===== src/rtl/calc_ctrl_pkg.sv =====
// Calculator control definitions
package calc_ctrl_pkg;

    typedef enum logic [3:0] {
        WAIT_OP1,
        WAIT_MULT_OP1,
        ADD_KEY_INPUT_OP1,
        WAIT_OP2,
        WAIT_MULT_OP2,
        ADD_KEY_INPUT_OP2,
        SEND_TO_COMPUTE,
        WAIT_COMPUTE,
        SHOW_RESULT_ADDSUB,
        SHOW_RESULT_MULT
    } state_t;

    // Cycles from add_start to add_done
    localparam int ADD_LATENCY = 2;

endpackage


===== src/rtl/calc_data_pkg.sv =====
// Calculator data types and key codes
package calc_data_pkg;

    localparam int VALUE_W = 16;
    localparam int MAG_W   = VALUE_W - 1;

    // Sign-magnitude number with the sign in bit 15
    typedef logic [VALUE_W-1:0] value_t;
    typedef logic [MAG_W-1:0]   mag_t;
    typedef logic [3:0]         digit_t;
    typedef logic [2:0]         op_t;
    typedef logic [4:0]         key_code_t;

    localparam op_t OP_NONE = 3'd0;
    localparam op_t OP_NEG  = 3'd1;
    localparam op_t OP_ADD  = 3'd2;
    localparam op_t OP_SUB  = 3'd3;
    localparam op_t OP_MUL  = 3'd4;

    // Codes 0 to 9 are digit keys
    localparam key_code_t KEY_DIGIT_MAX = 5'd9;
    localparam key_code_t KEY_NEG       = 5'd16;
    localparam key_code_t KEY_ADD       = 5'd17;
    localparam key_code_t KEY_SUB       = 5'd18;
    localparam key_code_t KEY_MUL       = 5'd19;
    localparam key_code_t KEY_EQ        = 5'd20;

    // Each new digit shifts the operand one decimal place
    localparam value_t DIGIT_BASE = 16'd10;

endpackage


===== src/rtl/calculator_top.sv =====
// Pocket calculator core
module calculator_top #(
    parameter int MUL_STEPS = 15
) (
    input  logic                     clk,
    input  logic                     nRST,
    input  logic                     key_press,
    input  calc_data_pkg::key_code_t key_code,
    output calc_data_pkg::value_t    display_output,
    output logic                     complete
);

    logic                  read_input;
    logic                  key_read;
    logic                  equal_input;
    calc_data_pkg::digit_t keypad_input;
    calc_data_pkg::op_t    operator_input;

    calc_data_pkg::value_t add_a;
    calc_data_pkg::value_t add_b;
    calc_data_pkg::value_t add_sum;
    logic                  sub;
    logic                  add_start;
    logic                  add_done;

    calc_data_pkg::value_t mul_a;
    calc_data_pkg::value_t mul_b;
    calc_data_pkg::value_t mul_prod;
    logic                  mul_start;
    logic                  mul_done;

    key_entry u_key_entry (.*);

    gencon u_gencon (.*);

    sm_adder u_adder (.*);

    sm_multiplier #(
        .MUL_STEPS(MUL_STEPS)
    ) u_multiplier (.*);

endmodule


===== src/rtl/gencon.sv =====
// Calculator control FSM
module gencon (
    input  logic                  clk,
    input  logic                  nRST,

    input  calc_data_pkg::digit_t keypad_input,
    input  logic                  read_input,
    input  calc_data_pkg::op_t    operator_input,
    input  logic                  equal_input,

    output logic                  key_read,
    output logic                  complete,
    output calc_data_pkg::value_t display_output,

    output calc_data_pkg::value_t add_a,
    output calc_data_pkg::value_t add_b,
    output logic                  sub,
    output logic                  add_start,
    input  calc_data_pkg::value_t add_sum,
    input  logic                  add_done,

    output calc_data_pkg::value_t mul_a,
    output calc_data_pkg::value_t mul_b,
    output logic                  mul_start,
    input  calc_data_pkg::value_t mul_prod,
    input  logic                  mul_done
);

    calc_ctrl_pkg::state_t state;
    calc_ctrl_pkg::state_t next_state;

    calc_data_pkg::value_t operand1;
    calc_data_pkg::value_t operand2;
    calc_data_pkg::op_t    latched_op;
    calc_data_pkg::digit_t latched_digit;
    calc_data_pkg::mag_t   digit_mag;
    logic                  op_is_binary;
    logic                  negate;

    assign op_is_binary = (operator_input == calc_data_pkg::OP_ADD) ||
                          (operator_input == calc_data_pkg::OP_SUB) ||
                          (operator_input == calc_data_pkg::OP_MUL);
    assign negate       = operator_input == calc_data_pkg::OP_NEG;
    assign digit_mag    = calc_data_pkg::mag_t'(latched_digit);

    always_comb begin
        next_state = state;
        case (state)
            calc_ctrl_pkg::WAIT_OP1:
                if (op_is_binary) begin
                    next_state = calc_ctrl_pkg::WAIT_OP2;
                end else if (read_input) begin
                    next_state = calc_ctrl_pkg::WAIT_MULT_OP1;
                end
            calc_ctrl_pkg::WAIT_MULT_OP1:
                if (mul_done) begin
                    next_state = calc_ctrl_pkg::ADD_KEY_INPUT_OP1;
                end
            calc_ctrl_pkg::ADD_KEY_INPUT_OP1:
                next_state = calc_ctrl_pkg::WAIT_OP1;
            calc_ctrl_pkg::WAIT_OP2:
                if (equal_input) begin
                    next_state = calc_ctrl_pkg::SEND_TO_COMPUTE;
                end else if (read_input) begin
                    next_state = calc_ctrl_pkg::WAIT_MULT_OP2;
                end
            calc_ctrl_pkg::WAIT_MULT_OP2:
                if (mul_done) begin
                    next_state = calc_ctrl_pkg::ADD_KEY_INPUT_OP2;
                end
            calc_ctrl_pkg::ADD_KEY_INPUT_OP2:
                next_state = calc_ctrl_pkg::WAIT_OP2;
            calc_ctrl_pkg::SEND_TO_COMPUTE:
                next_state = calc_ctrl_pkg::WAIT_COMPUTE;
            calc_ctrl_pkg::WAIT_COMPUTE:
                if (add_done) begin
                    next_state = calc_ctrl_pkg::SHOW_RESULT_ADDSUB;
                end else if (mul_done) begin
                    next_state = calc_ctrl_pkg::SHOW_RESULT_MULT;
                end
            default:
                next_state = calc_ctrl_pkg::WAIT_OP1;
        endcase
    end

    always_ff @(posedge clk or negedge nRST) begin
        if (!nRST) begin
            state          <= calc_ctrl_pkg::WAIT_OP1;
            key_read       <= 1'b0;
            add_start      <= 1'b0;
            mul_start      <= 1'b0;
            complete       <= 1'b0;
            display_output <= '0;
            operand1       <= '0;
            operand2       <= '0;
            latched_op     <= calc_data_pkg::OP_NONE;
        end else begin
            state     <= next_state;
            key_read  <= 1'b0;
            add_start <= 1'b0;
            mul_start <= 1'b0;
            complete  <= 1'b0;
            case (state)
                calc_ctrl_pkg::WAIT_OP1: begin
                    if (negate) begin
                        operand1[15] <= ~operand1[15];
                    end
                    if (op_is_binary) begin
                        latched_op <= operator_input;
                    end else if (read_input) begin
                        key_read  <= 1'b1;
                        mul_start <= 1'b1;
                    end
                end
                calc_ctrl_pkg::WAIT_MULT_OP1:
                    if (mul_done) begin
                        operand1 <= mul_prod;
                    end
                calc_ctrl_pkg::ADD_KEY_INPUT_OP1:
                    operand1 <= {operand1[15], operand1[14:0] + digit_mag};
                calc_ctrl_pkg::WAIT_OP2: begin
                    if (negate) begin
                        operand2[15] <= ~operand2[15];
                    end
                    // Start goes out while in SEND_TO_COMPUTE
                    if (equal_input) begin
                        add_start <= latched_op != calc_data_pkg::OP_MUL;
                        mul_start <= latched_op == calc_data_pkg::OP_MUL;
                    end else if (read_input) begin
                        key_read  <= 1'b1;
                        mul_start <= 1'b1;
                    end
                end
                calc_ctrl_pkg::WAIT_MULT_OP2:
                    if (mul_done) begin
                        operand2 <= mul_prod;
                    end
                calc_ctrl_pkg::ADD_KEY_INPUT_OP2:
                    operand2 <= {operand2[15], operand2[14:0] + digit_mag};
                calc_ctrl_pkg::WAIT_COMPUTE:
                    if (add_done) begin
                        display_output <= add_sum;
                        complete       <= 1'b1;
                    end else if (mul_done) begin
                        display_output <= mul_prod;
                        complete       <= 1'b1;
                    end
                // Result becomes the first operand of the next calculation
                calc_ctrl_pkg::SHOW_RESULT_ADDSUB: begin
                    operand1 <= add_sum;
                    operand2 <= '0;
                end
                calc_ctrl_pkg::SHOW_RESULT_MULT: begin
                    operand1 <= mul_prod;
                    operand2 <= '0;
                end
                default: ;
            endcase
        end
    end

    // Operands and digit for the arithmetic units
    always_ff @(posedge clk) begin
        if (state == calc_ctrl_pkg::WAIT_OP1 && read_input) begin
            latched_digit <= keypad_input;
            mul_a         <= operand1;
            mul_b         <= calc_data_pkg::DIGIT_BASE;
        end else if (state == calc_ctrl_pkg::WAIT_OP2) begin
            if (equal_input) begin
                add_a <= operand1;
                add_b <= operand2;
                sub   <= latched_op == calc_data_pkg::OP_SUB;
                mul_a <= operand1;
                mul_b <= operand2;
            end else if (read_input) begin
                latched_digit <= keypad_input;
                mul_a         <= operand2;
                mul_b         <= calc_data_pkg::DIGIT_BASE;
            end
        end
    end

    // Key entry only produces defined operator codes
    assert property (@(posedge clk) disable iff (!nRST)
        operator_input <= calc_data_pkg::OP_MUL);

endmodule


===== src/rtl/key_entry.sv =====
// Keypad code decoder
module key_entry (
    input  logic                     clk,
    input  logic                     nRST,
    input  logic                     key_press,
    input  calc_data_pkg::key_code_t key_code,
    input  logic                     key_read,
    output logic                     read_input,
    output calc_data_pkg::digit_t    keypad_input,
    output calc_data_pkg::op_t       operator_input,
    output logic                     equal_input
);

    logic               is_digit;
    logic               take_digit;
    calc_data_pkg::op_t key_op;

    assign is_digit   = key_code <= calc_data_pkg::KEY_DIGIT_MAX;
    // Presses during a pending digit are lost
    assign take_digit = key_press && is_digit && !read_input;

    always_comb begin
        case (key_code)
            calc_data_pkg::KEY_NEG: key_op = calc_data_pkg::OP_NEG;
            calc_data_pkg::KEY_ADD: key_op = calc_data_pkg::OP_ADD;
            calc_data_pkg::KEY_SUB: key_op = calc_data_pkg::OP_SUB;
            calc_data_pkg::KEY_MUL: key_op = calc_data_pkg::OP_MUL;
            default:                key_op = calc_data_pkg::OP_NONE;
        endcase
    end

    always_ff @(posedge clk or negedge nRST) begin
        if (!nRST) begin
            read_input     <= 1'b0;
            operator_input <= calc_data_pkg::OP_NONE;
            equal_input    <= 1'b0;
        end else begin
            if (key_read) begin
                read_input <= 1'b0;
            end else if (take_digit) begin
                read_input <= 1'b1;
            end
            operator_input <= key_press ? key_op : calc_data_pkg::OP_NONE;
            equal_input    <= key_press && (key_code == calc_data_pkg::KEY_EQ);
        end
    end

    always_ff @(posedge clk) begin
        if (take_digit) begin
            keypad_input <= calc_data_pkg::digit_t'(key_code[3:0]);
        end
    end

    // Acknowledge only for an outstanding request
    assert property (@(posedge clk) disable iff (!nRST)
        key_read |-> read_input);

endmodule


===== src/rtl/sm_adder.sv =====
// Sign-magnitude adder and subtractor
module sm_adder (
    input  logic                  clk,
    input  logic                  nRST,
    input  calc_data_pkg::value_t add_a,
    input  calc_data_pkg::value_t add_b,
    input  logic                  sub,
    input  logic                  add_start,
    output calc_data_pkg::value_t add_sum,
    output logic                  add_done
);

    localparam int LAT = calc_ctrl_pkg::ADD_LATENCY;

    logic [LAT-1:0]       done_pipe;
    logic                 a_sign;
    logic                 b_sign;
    calc_data_pkg::mag_t  a_mag;
    calc_data_pkg::mag_t  b_mag;
    logic                 res_sign;
    calc_data_pkg::mag_t  res_mag;

    always_ff @(posedge clk or negedge nRST) begin
        if (!nRST) begin
            done_pipe <= '0;
        end else begin
            done_pipe <= {done_pipe[LAT-2:0], add_start};
        end
    end

    assign add_done = done_pipe[LAT-1];

    // Stage one flips the sign of b for subtract
    always_ff @(posedge clk) begin
        if (add_start) begin
            a_sign <= add_a[15];
            a_mag  <= add_a[14:0];
            b_sign <= add_b[15] ^ sub;
            b_mag  <= add_b[14:0];
        end
    end

    always_comb begin
        if (a_sign == b_sign) begin
            res_mag  = a_mag + b_mag;
            res_sign = a_sign;
        end else if (a_mag >= b_mag) begin
            res_mag  = a_mag - b_mag;
            res_sign = a_sign;
        end else begin
            res_mag  = b_mag - a_mag;
            res_sign = b_sign;
        end
    end

    // Stage two forces a zero result positive
    always_ff @(posedge clk) begin
        if (done_pipe[0]) begin
            add_sum <= {res_sign && (res_mag != '0), res_mag};
        end
    end

endmodule


===== src/rtl/sm_multiplier.sv =====
// Iterative sign-magnitude multiplier
module sm_multiplier #(
    parameter int MUL_STEPS = 15
) (
    input  logic                  clk,
    input  logic                  nRST,
    input  calc_data_pkg::value_t mul_a,
    input  calc_data_pkg::value_t mul_b,
    input  logic                  mul_start,
    output calc_data_pkg::value_t mul_prod,
    output logic                  mul_done
);

    localparam int CNT_W = $clog2(MUL_STEPS + 1);

    logic                busy;
    logic [CNT_W-1:0]    steps_left;
    logic                last_step;
    logic                prod_sign;
    calc_data_pkg::mag_t acc;
    calc_data_pkg::mag_t a_sh;
    calc_data_pkg::mag_t b_sh;
    calc_data_pkg::mag_t partial;
    calc_data_pkg::mag_t acc_next;

    assign last_step = busy && (steps_left == CNT_W'(1));
    assign partial   = b_sh[0] ? a_sh : '0;
    // Carries past bit 14 drop out here
    assign acc_next  = acc + partial;

    always_ff @(posedge clk or negedge nRST) begin
        if (!nRST) begin
            busy       <= 1'b0;
            steps_left <= '0;
            mul_done   <= 1'b0;
        end else begin
            mul_done <= 1'b0;
            if (mul_start) begin
                busy       <= 1'b1;
                steps_left <= CNT_W'(MUL_STEPS);
            end else if (busy) begin
                steps_left <= steps_left - 1'b1;
                if (last_step) begin
                    busy     <= 1'b0;
                    mul_done <= 1'b1;
                end
            end
        end
    end

    // One multiplier bit per cycle, low bit first
    always_ff @(posedge clk) begin
        if (mul_start) begin
            acc       <= '0;
            a_sh      <= mul_a[14:0];
            b_sh      <= mul_b[14:0];
            prod_sign <= mul_a[15] ^ mul_b[15];
        end else if (busy) begin
            acc  <= acc_next;
            a_sh <= a_sh << 1;
            b_sh <= b_sh >> 1;
            if (last_step) begin
                mul_prod <= {prod_sign && (acc_next != '0), acc_next};
            end
        end
    end

    // Controller waits for mul_done before the next start
    assert property (@(posedge clk) disable iff (!nRST)
        mul_start |-> !busy);

endmodule


===== config.mk =====
export PLATFORM = sky130hd
export DESIGN_NAME = calculator_top
export DESIGN_NICKNAME = d
export VERILOG_FILES = /design/src/rtl/calc_ctrl_pkg.sv /design/src/rtl/calc_data_pkg.sv /design/src/rtl/calculator_top.sv /design/src/rtl/gencon.sv /design/src/rtl/key_entry.sv /design/src/rtl/sm_adder.sv /design/src/rtl/sm_multiplier.sv
export SDC_FILE = /design/constraint.sdc
export NUM_CORES = 1
export LEC_CHECK = 0
export ABC_AREA = 1
export BUFFER_PORTS_ARGS = -buffer_cell sky130_fd_sc_hd__buf_2
export CAP_MARGIN = 25
export CORE_MARGIN = 5
export CORE_UTILIZATION = 29
export CTS_CLUSTER_DIAMETER = 50
export DETAILED_ROUTE_END_ITERATION = 10
export GPL_TIMING_DRIVEN = 0
export SYNTH_ARGS = -nofsm -noshare
export SYNTH_HDL_FRONTEND = slang
export SYNTH_SLANG_ARGS = --single-unit

===== constraint.sdc =====
create_clock -name clk -period 6.7 [get_ports clk]
set_input_delay 0 -clock clk [delete_from_list [all_inputs] [get_ports clk]]
set_output_delay 0 -clock clk [all_outputs]
set_load 0.02 [all_outputs]

Word-level counts from Yosys, hierarchy flattened
Index checks and enable logic that the tools add are counted.
{ "word_totals": {"in_bits": 8, "output_inout_bits": 17, "word_cells": 177, "register_bits": 255} }
{ "op_classes": {"eq_ne": 31, "n_mux": 59, "order_cmp": 2, "bitwise_logic": 6, "n_reduce_logical": 37, "addsub": 7} }
{ "ops": {"columns": ["operator", "n"], "rows": [
  ["$mux W16", 8],
  ["$mux W15", 7],
  ["$pmux W15 S4", 1],
  ["$mux W4", 14],
  ["$pmux W15 S3", 1],
  ["$add A15 B15 Y15", 2],
  ["$add A15 B4 Y15", 2],
  ["$reduce_bool A15 Y1", 2],
  ["$sub A15 B15 Y15", 2],
  ["$pmux W4 S7", 1],
  ["$eq A5 B5 Y1 const B", 5],
  ["$mux W1", 21],
  ["$eq A4 B3 Y1 const B", 4],
  ["$ge A15 B15 Y1", 1],
  ["$reduce_and A3 Y1", 5],
  ["$pmux W3 S4", 1],
  ["$reduce_and A2 Y1", 6],
  ["$reduce_bool A2 Y1", 6],
  ["$ne A2 B1 Y1 const B", 5],
  ["$eq A3 B2 Y1 const B", 3],
  ["$reduce_bool A3 Y1", 3],
  ["$eq A4 B1 Y1 const B", 2],
  ["$eq A4 B2 Y1 const B", 2],
  ["$eq A4 B4 Y1 const B", 2],
  ["21 further kinds", 36]
]} }

Depth between registers and ports, before layout
{ "depth": {"word_depth": 5, "depth_mapped": 21, "depth_no_buf": 20} }

Hierarchy
Synthesis repeated with hierarchy kept, for this count alone.
{ "unflattened": {"cells_unflattened": 1893, "hier_area_um2": 15164.5} }
{ "modules_own_cells": {"columns": ["module", "area_each_um2", "cells_per_inst", "n_inst", "seq_area_each_um2"], "rows": [
  ["gencon", 6486.2, 751, 1, 3388.2],
  ["sm_adder", 4683.2, 657, 1, 1491.4],
  ["sm_multiplier", 3668.5, 459, 1, 1861.8],
  ["key_entry", 326.6, 26, 1, 245.2]
]} }

Least setup slack after synthesis
OpenSTA, ideal clock, no wires.
{ "synth_timing": {"kind": "reg-to-reg", "startpoint": "register u_gencon.mul_start", "endpoint": "register u_multiplier.mul_prod[0] (enable)", "synth_period_minus_slack_ns": 2.815, "n_path_buf": 2, "required_time_ns": 6.270, "slack_ns": 3.885, "setup_time_ns": 0.430, "path_stages_with_launch": 4, "t_arrival_ns": 2.385, "cell_sequence": "dfrtp_1 clkbuf_1 clkbuf_1 nor4_1"} }
{ "synth_between": {"elab_chain_cells": 2} }
{ "synth_lines": {"columns": ["element", "line", "source"], "rows": [
  ["from (decl)", "gencon.sv:24", "output logic mul_start,"],
  ["from (signal assigned)", "gencon.sv:128", "mul_start <= latched_op == calc_data_pkg::OP_MUL;"],
  ["$not A1 Y1 (no line)", null, null],
  ["$reduce_and A3 Y1 (no line)", null, null],
  ["to (signal assigned)", "sm_multiplier.sv:63", "mul_prod <= {prod_sign && (acc_next != '0), acc_next};"],
  ["to (decl)", "sm_multiplier.sv:10", "output calc_data_pkg::value_t mul_prod,"]
]} }
Every way passes these cells.
A chain may end at the register's enable or synchronous reset.

Worst setup path after layout
{ "layout_timing": {"startpoint": "register u_multiplier.b_sh[0]", "endpoint": "register u_multiplier.mul_prod[15] (data pin)"} }
{ "layout_between": {"elab_chain_cells": 4} }
{ "layout_lines": {"columns": ["element", "line", "source"], "rows": [
  ["from (decl)", "sm_multiplier.sv:22", "calc_data_pkg::mag_t b_sh;"],
  ["from (signal assigned)", "sm_multiplier.sv:56", "b_sh <= mul_b[14:0];"],
  ["from (signal assigned)", "sm_multiplier.sv:61", "b_sh <= b_sh >> 1;"],
  ["$mux W15", "sm_multiplier.sv:27", "assign partial = b_sh[0] ? a_sh : '0;"],
  ["$add A15 B15 Y15", "sm_multiplier.sv:29", "assign acc_next = acc + partial;"],
  ["named net u_multiplier.acc_next[7]", "sm_multiplier.sv:24", "calc_data_pkg::mag_t acc_next;"],
  ["$reduce_bool A15 Y1", "sm_multiplier.sv:63", null],
  ["$logic_and A1 B1 Y1", "sm_multiplier.sv:63", null]
]} }
The timed path passes the listed nets, and every way through them passes these cells.

==> reports/qor.txt <==
ANT cells: 0
CP endpoint kind: flip-flop
share of power burned in registers: 0.423
fin nets: 1,835
I/O Buffers: 24
worst-path fanout max: 10
measured slew at the worst slew-check pin: 0.747 ns
most frequent cell after synthesis: nand2_1
CTS Buf Count: 28
setup TNS: 0 ns
Synth cell types: 50
unrepaired setup endpoints after global routing: no
final wirelength: 37,400 um
Comb pwr share: 0.313
Static Leak: 7.50 nW
WP data required: 7.03 ns
Final Hold Viols: 0
switch share: 0.377
Psw: 2.20 mW
max cap viols: 0
placed cell areas: 0.0153 mm^2
FFs w/ async S/R, synth: 0.282
layout cells sized above 1: 0.0914
r2r setup slk: 3.59 ns
Top FF cell, synth: edfxtp_1
remaining antenna violation count: 0
Residual DRC: 0
largest net degree at the start of global routing: 47
syn_nets: 1,764
post-route cell area: 0.0163 mm^2
VDD IR max: 0.181 mV
Die Y-Extent: 231 um
top post-synthesis cells by area: edfxtp_1, dfrtp_1, nand2_1, inv_1, ha_1
Post-CTS Setup Bufs: 0
status: complete, no violations
Post-synth EDFFs: 152
root buf cell: clkbuf_16
grt ovf: 0
initial antenna violation count: 0
DR WL/cell: 15.4 um
Syn Area/Cell: 8.46 um^2
worst hold path class: in2reg
share of the synthesized area in the top cell type: 0.321
first-pass GRT wire length: 60,200 um
hold depth: 2
drt first pass iters: 5
Final period util: 0.464
Final min period: 3.11 ns
RR Startpoint: u_multiplier.b_sh[0]$_DFFE_PP_
pwr/cell area: 358 mW/mm^2
gr usage total: 0.139
CTS tree: done
fmax: 322 MHz
cts repair resizes: 0
# rows: 81
max-slew violations: 0
Cell Int Power: 3.64 mW
synth warn: 0
H-tree Lvls: 1
gp weighted congestion: 0.928
sequential cell area fraction in the yosys report: 0.492
Area Growth Syn to Fin: 14.9%
final setup skew: 0.0239 ns
hold endpoint: u_key_entry.keypad_input[2]$_DFFE_PP_
reg2reg path depth: 14
number of global-route vias before repair: 11,300
Startpoint Class: flip-flop
Mapped Area: 0.0142 mm^2
post-synthesis cell count: 1,679
Die Footprint: 0.0535 mm^2
clock latency at the later pin of the worst-skew pair: 0.56 ns
dominant cell type by area after synthesis: edfxtp_1
Hold Path Origin: key_code[2]
Ports: 25
#FFs+latches synth: 255
DIE WIDTH: 231 um
Rel. slew slack: 0.497
final setup violation count: 0
Worst R2R End: u_multiplier.mul_prod[15]$_DFFE_PP_
Via density: 4.58
clk sink count: 255
number of DRC markers in iteration 0: 687
HPWL after DPL: 29,500 um
Clock power frac: 0.265
CP Class: reg2reg
Clock Tree Buf Depth: 3
Initial Util: 0.291
vias post-DR: 11,200
core footprint: 0.0487 mm^2
clock-pin slew on the worst setup and hold paths: 0.07 ns
Post-CTS Hold Buffers: 11
Synth top cells by count: nand2_1, inv_1, edfxtp_1, nand3_1, o21ai_0
critical path arrival: 3.43 ns
Fillers: 5,090
## area by class of cell
cell class | count | area, um^2 | share of cell area
timing repair buffer | 41 | 348 | 0.0213
tap | 664 | 831 | 0.0509
multi-input combinational | 1111 | 5980 | 0.366
buffer | 42 | 235 | 0.0144
inverter | 271 | 1020 | 0.0623
clock inverter | 22 | 225 | 0.0138
clock buffer | 30 | 708 | 0.0434
sequential | 255 | 6990 | 0.428
## power groups by stage
stage,clock [mW],combinational (mW),sequential [mW]
after CTS,1.59,1.84,2.46
final,1.55,1.83,2.47
after floorplan,0,1.27,2.42
after detailed placement,0,1.81,2.48
after global routing,1.65,2.08,2.51
after global placement,0,1.77,2.48
## critical path, cell delays in order (launching register included)
cell and delay, ns:
edfxtp_1 0.53, clkbuf_1 0.37, nand2_1 0.10, inv_1 0.07, ha_1 0.29, nand3_1 0.10, nand3_1 0.14, a21boi_1 0.30
o21ai_0 0.18, xor2_1 0.20, inv_1 0.08, nor3_1 0.20, nand3_1 0.19, nand2_1 0.10, inv_1 0.03
## kinds of logic (layout without fill, tap and decap cells)
family,Yosys count,in the layout,synth area share
AND/OR/NAND/NOR,743,743,0.223
buffers and inverters,313,406,0.0882
AO/OA/AOI/OAI,265,265,0.109
flip-flops,255,255,0.492
adder cells (fa/ha/maj),77,77,0.0710
XOR/XNOR,25,25,0.0159
multiplexers,1,1,0.000705
## per-stage QoR
step	cells	total power, mW	hold slack, ns	worst slack, ns	utilization
after detailed placement	2373	4.30	-0.0288	3.53	0.313
after floorplan	1679	3.69	-0.296	3.89	-
final	2436	5.84	0.180	3.59	0.335
after global routing	2436	6.24	0.181	3.26	0.335
after global placement	2367	4.25	0.205	2.65	0.311
after CTS	2436	5.89	0.160	3.50	0.335
## metal layers
metal | share of wire | global-route usage | vias up
li1 | - | - | 5630
met1 | 0.44 | 0.175 | 5273
met2 | 0.50 | 0.250 | 190
met3 | 0.032 | 0.0145 | 66
met4 | 0.028 | 0.0422 | 0
met5 | 0 | 0 | -
## registers in the layout, indices dropped and copies added (netlist names), 2 cells and up
signal,count
u_gencon.latched_digit,4
u_multiplier.mul_prod,16
u_key_entry.operator_input,3
u_gencon.add_a,16
u_gencon.latched_op,3
u_adder.add_sum,16
u_gencon.mul_a,16
u_multiplier.acc,15
u_multiplier.b_sh,15
u_multiplier.steps_left,4
u_adder.done_pipe,2
u_gencon.add_b,16
u_gencon.operand2,16
u_gencon.mul_b,16
u_gencon.operand1,16
u_adder.b_mag,15
u_gencon.display_output,16
u_gencon.state,4
u_adder.a_mag,15
u_key_entry.keypad_input,4
u_multiplier.a_sh,15
## worst max-delay path by stage
stage | startpoint | end | slack (ns)
5_1_grt | u_multiplier.b_sh[0]$_DFFE_PP_ | u_multiplier.mul_prod[15]$_DFFE_PP_ | 3.26
3_5_place_dp | u_multiplier.b_sh[0]$_DFFE_PP_ | u_multiplier.mul_prod[15]$_DFFE_PP_ | 3.53
2_1_floorplan | u_gencon.mul_start$_DFF_PN0_ | u_multiplier.mul_prod[0]$_DFFE_PP_ | 3.89
4_1_cts | u_multiplier.b_sh[0]$_DFFE_PP_ | u_multiplier.mul_prod[15]$_DFFE_PP_ | 3.50
6_report | u_multiplier.b_sh[0]$_DFFE_PP_ | u_multiplier.mul_prod[15]$_DFFE_PP_ | 3.59
3_3_place_gp | u_gencon.mul_start$_DFF_PN0_ | u_multiplier.mul_prod[12]$_DFFE_PP_ | 2.65
## cell usage in the layout (no fill, tap or decap), drive strengths merged, types with 18 or more instances in the layout
| master | n |
|---|---|
| nand2 | 482 |
| inv | 274 |
| edfxtp | 152 |
| o21ai | 108 |
| nand3 | 107 |
| nor2 | 103 |
| a21oi | 73 |
| dfrtp | 72 |
| ha | 71 |
| buf | 53 |
| clkbuf | 50 |
| dfxtp | 31 |
| xor2 | 21 |
| a22oi | 18 |
Note: power is estimated with default switching activity, not from simulation.
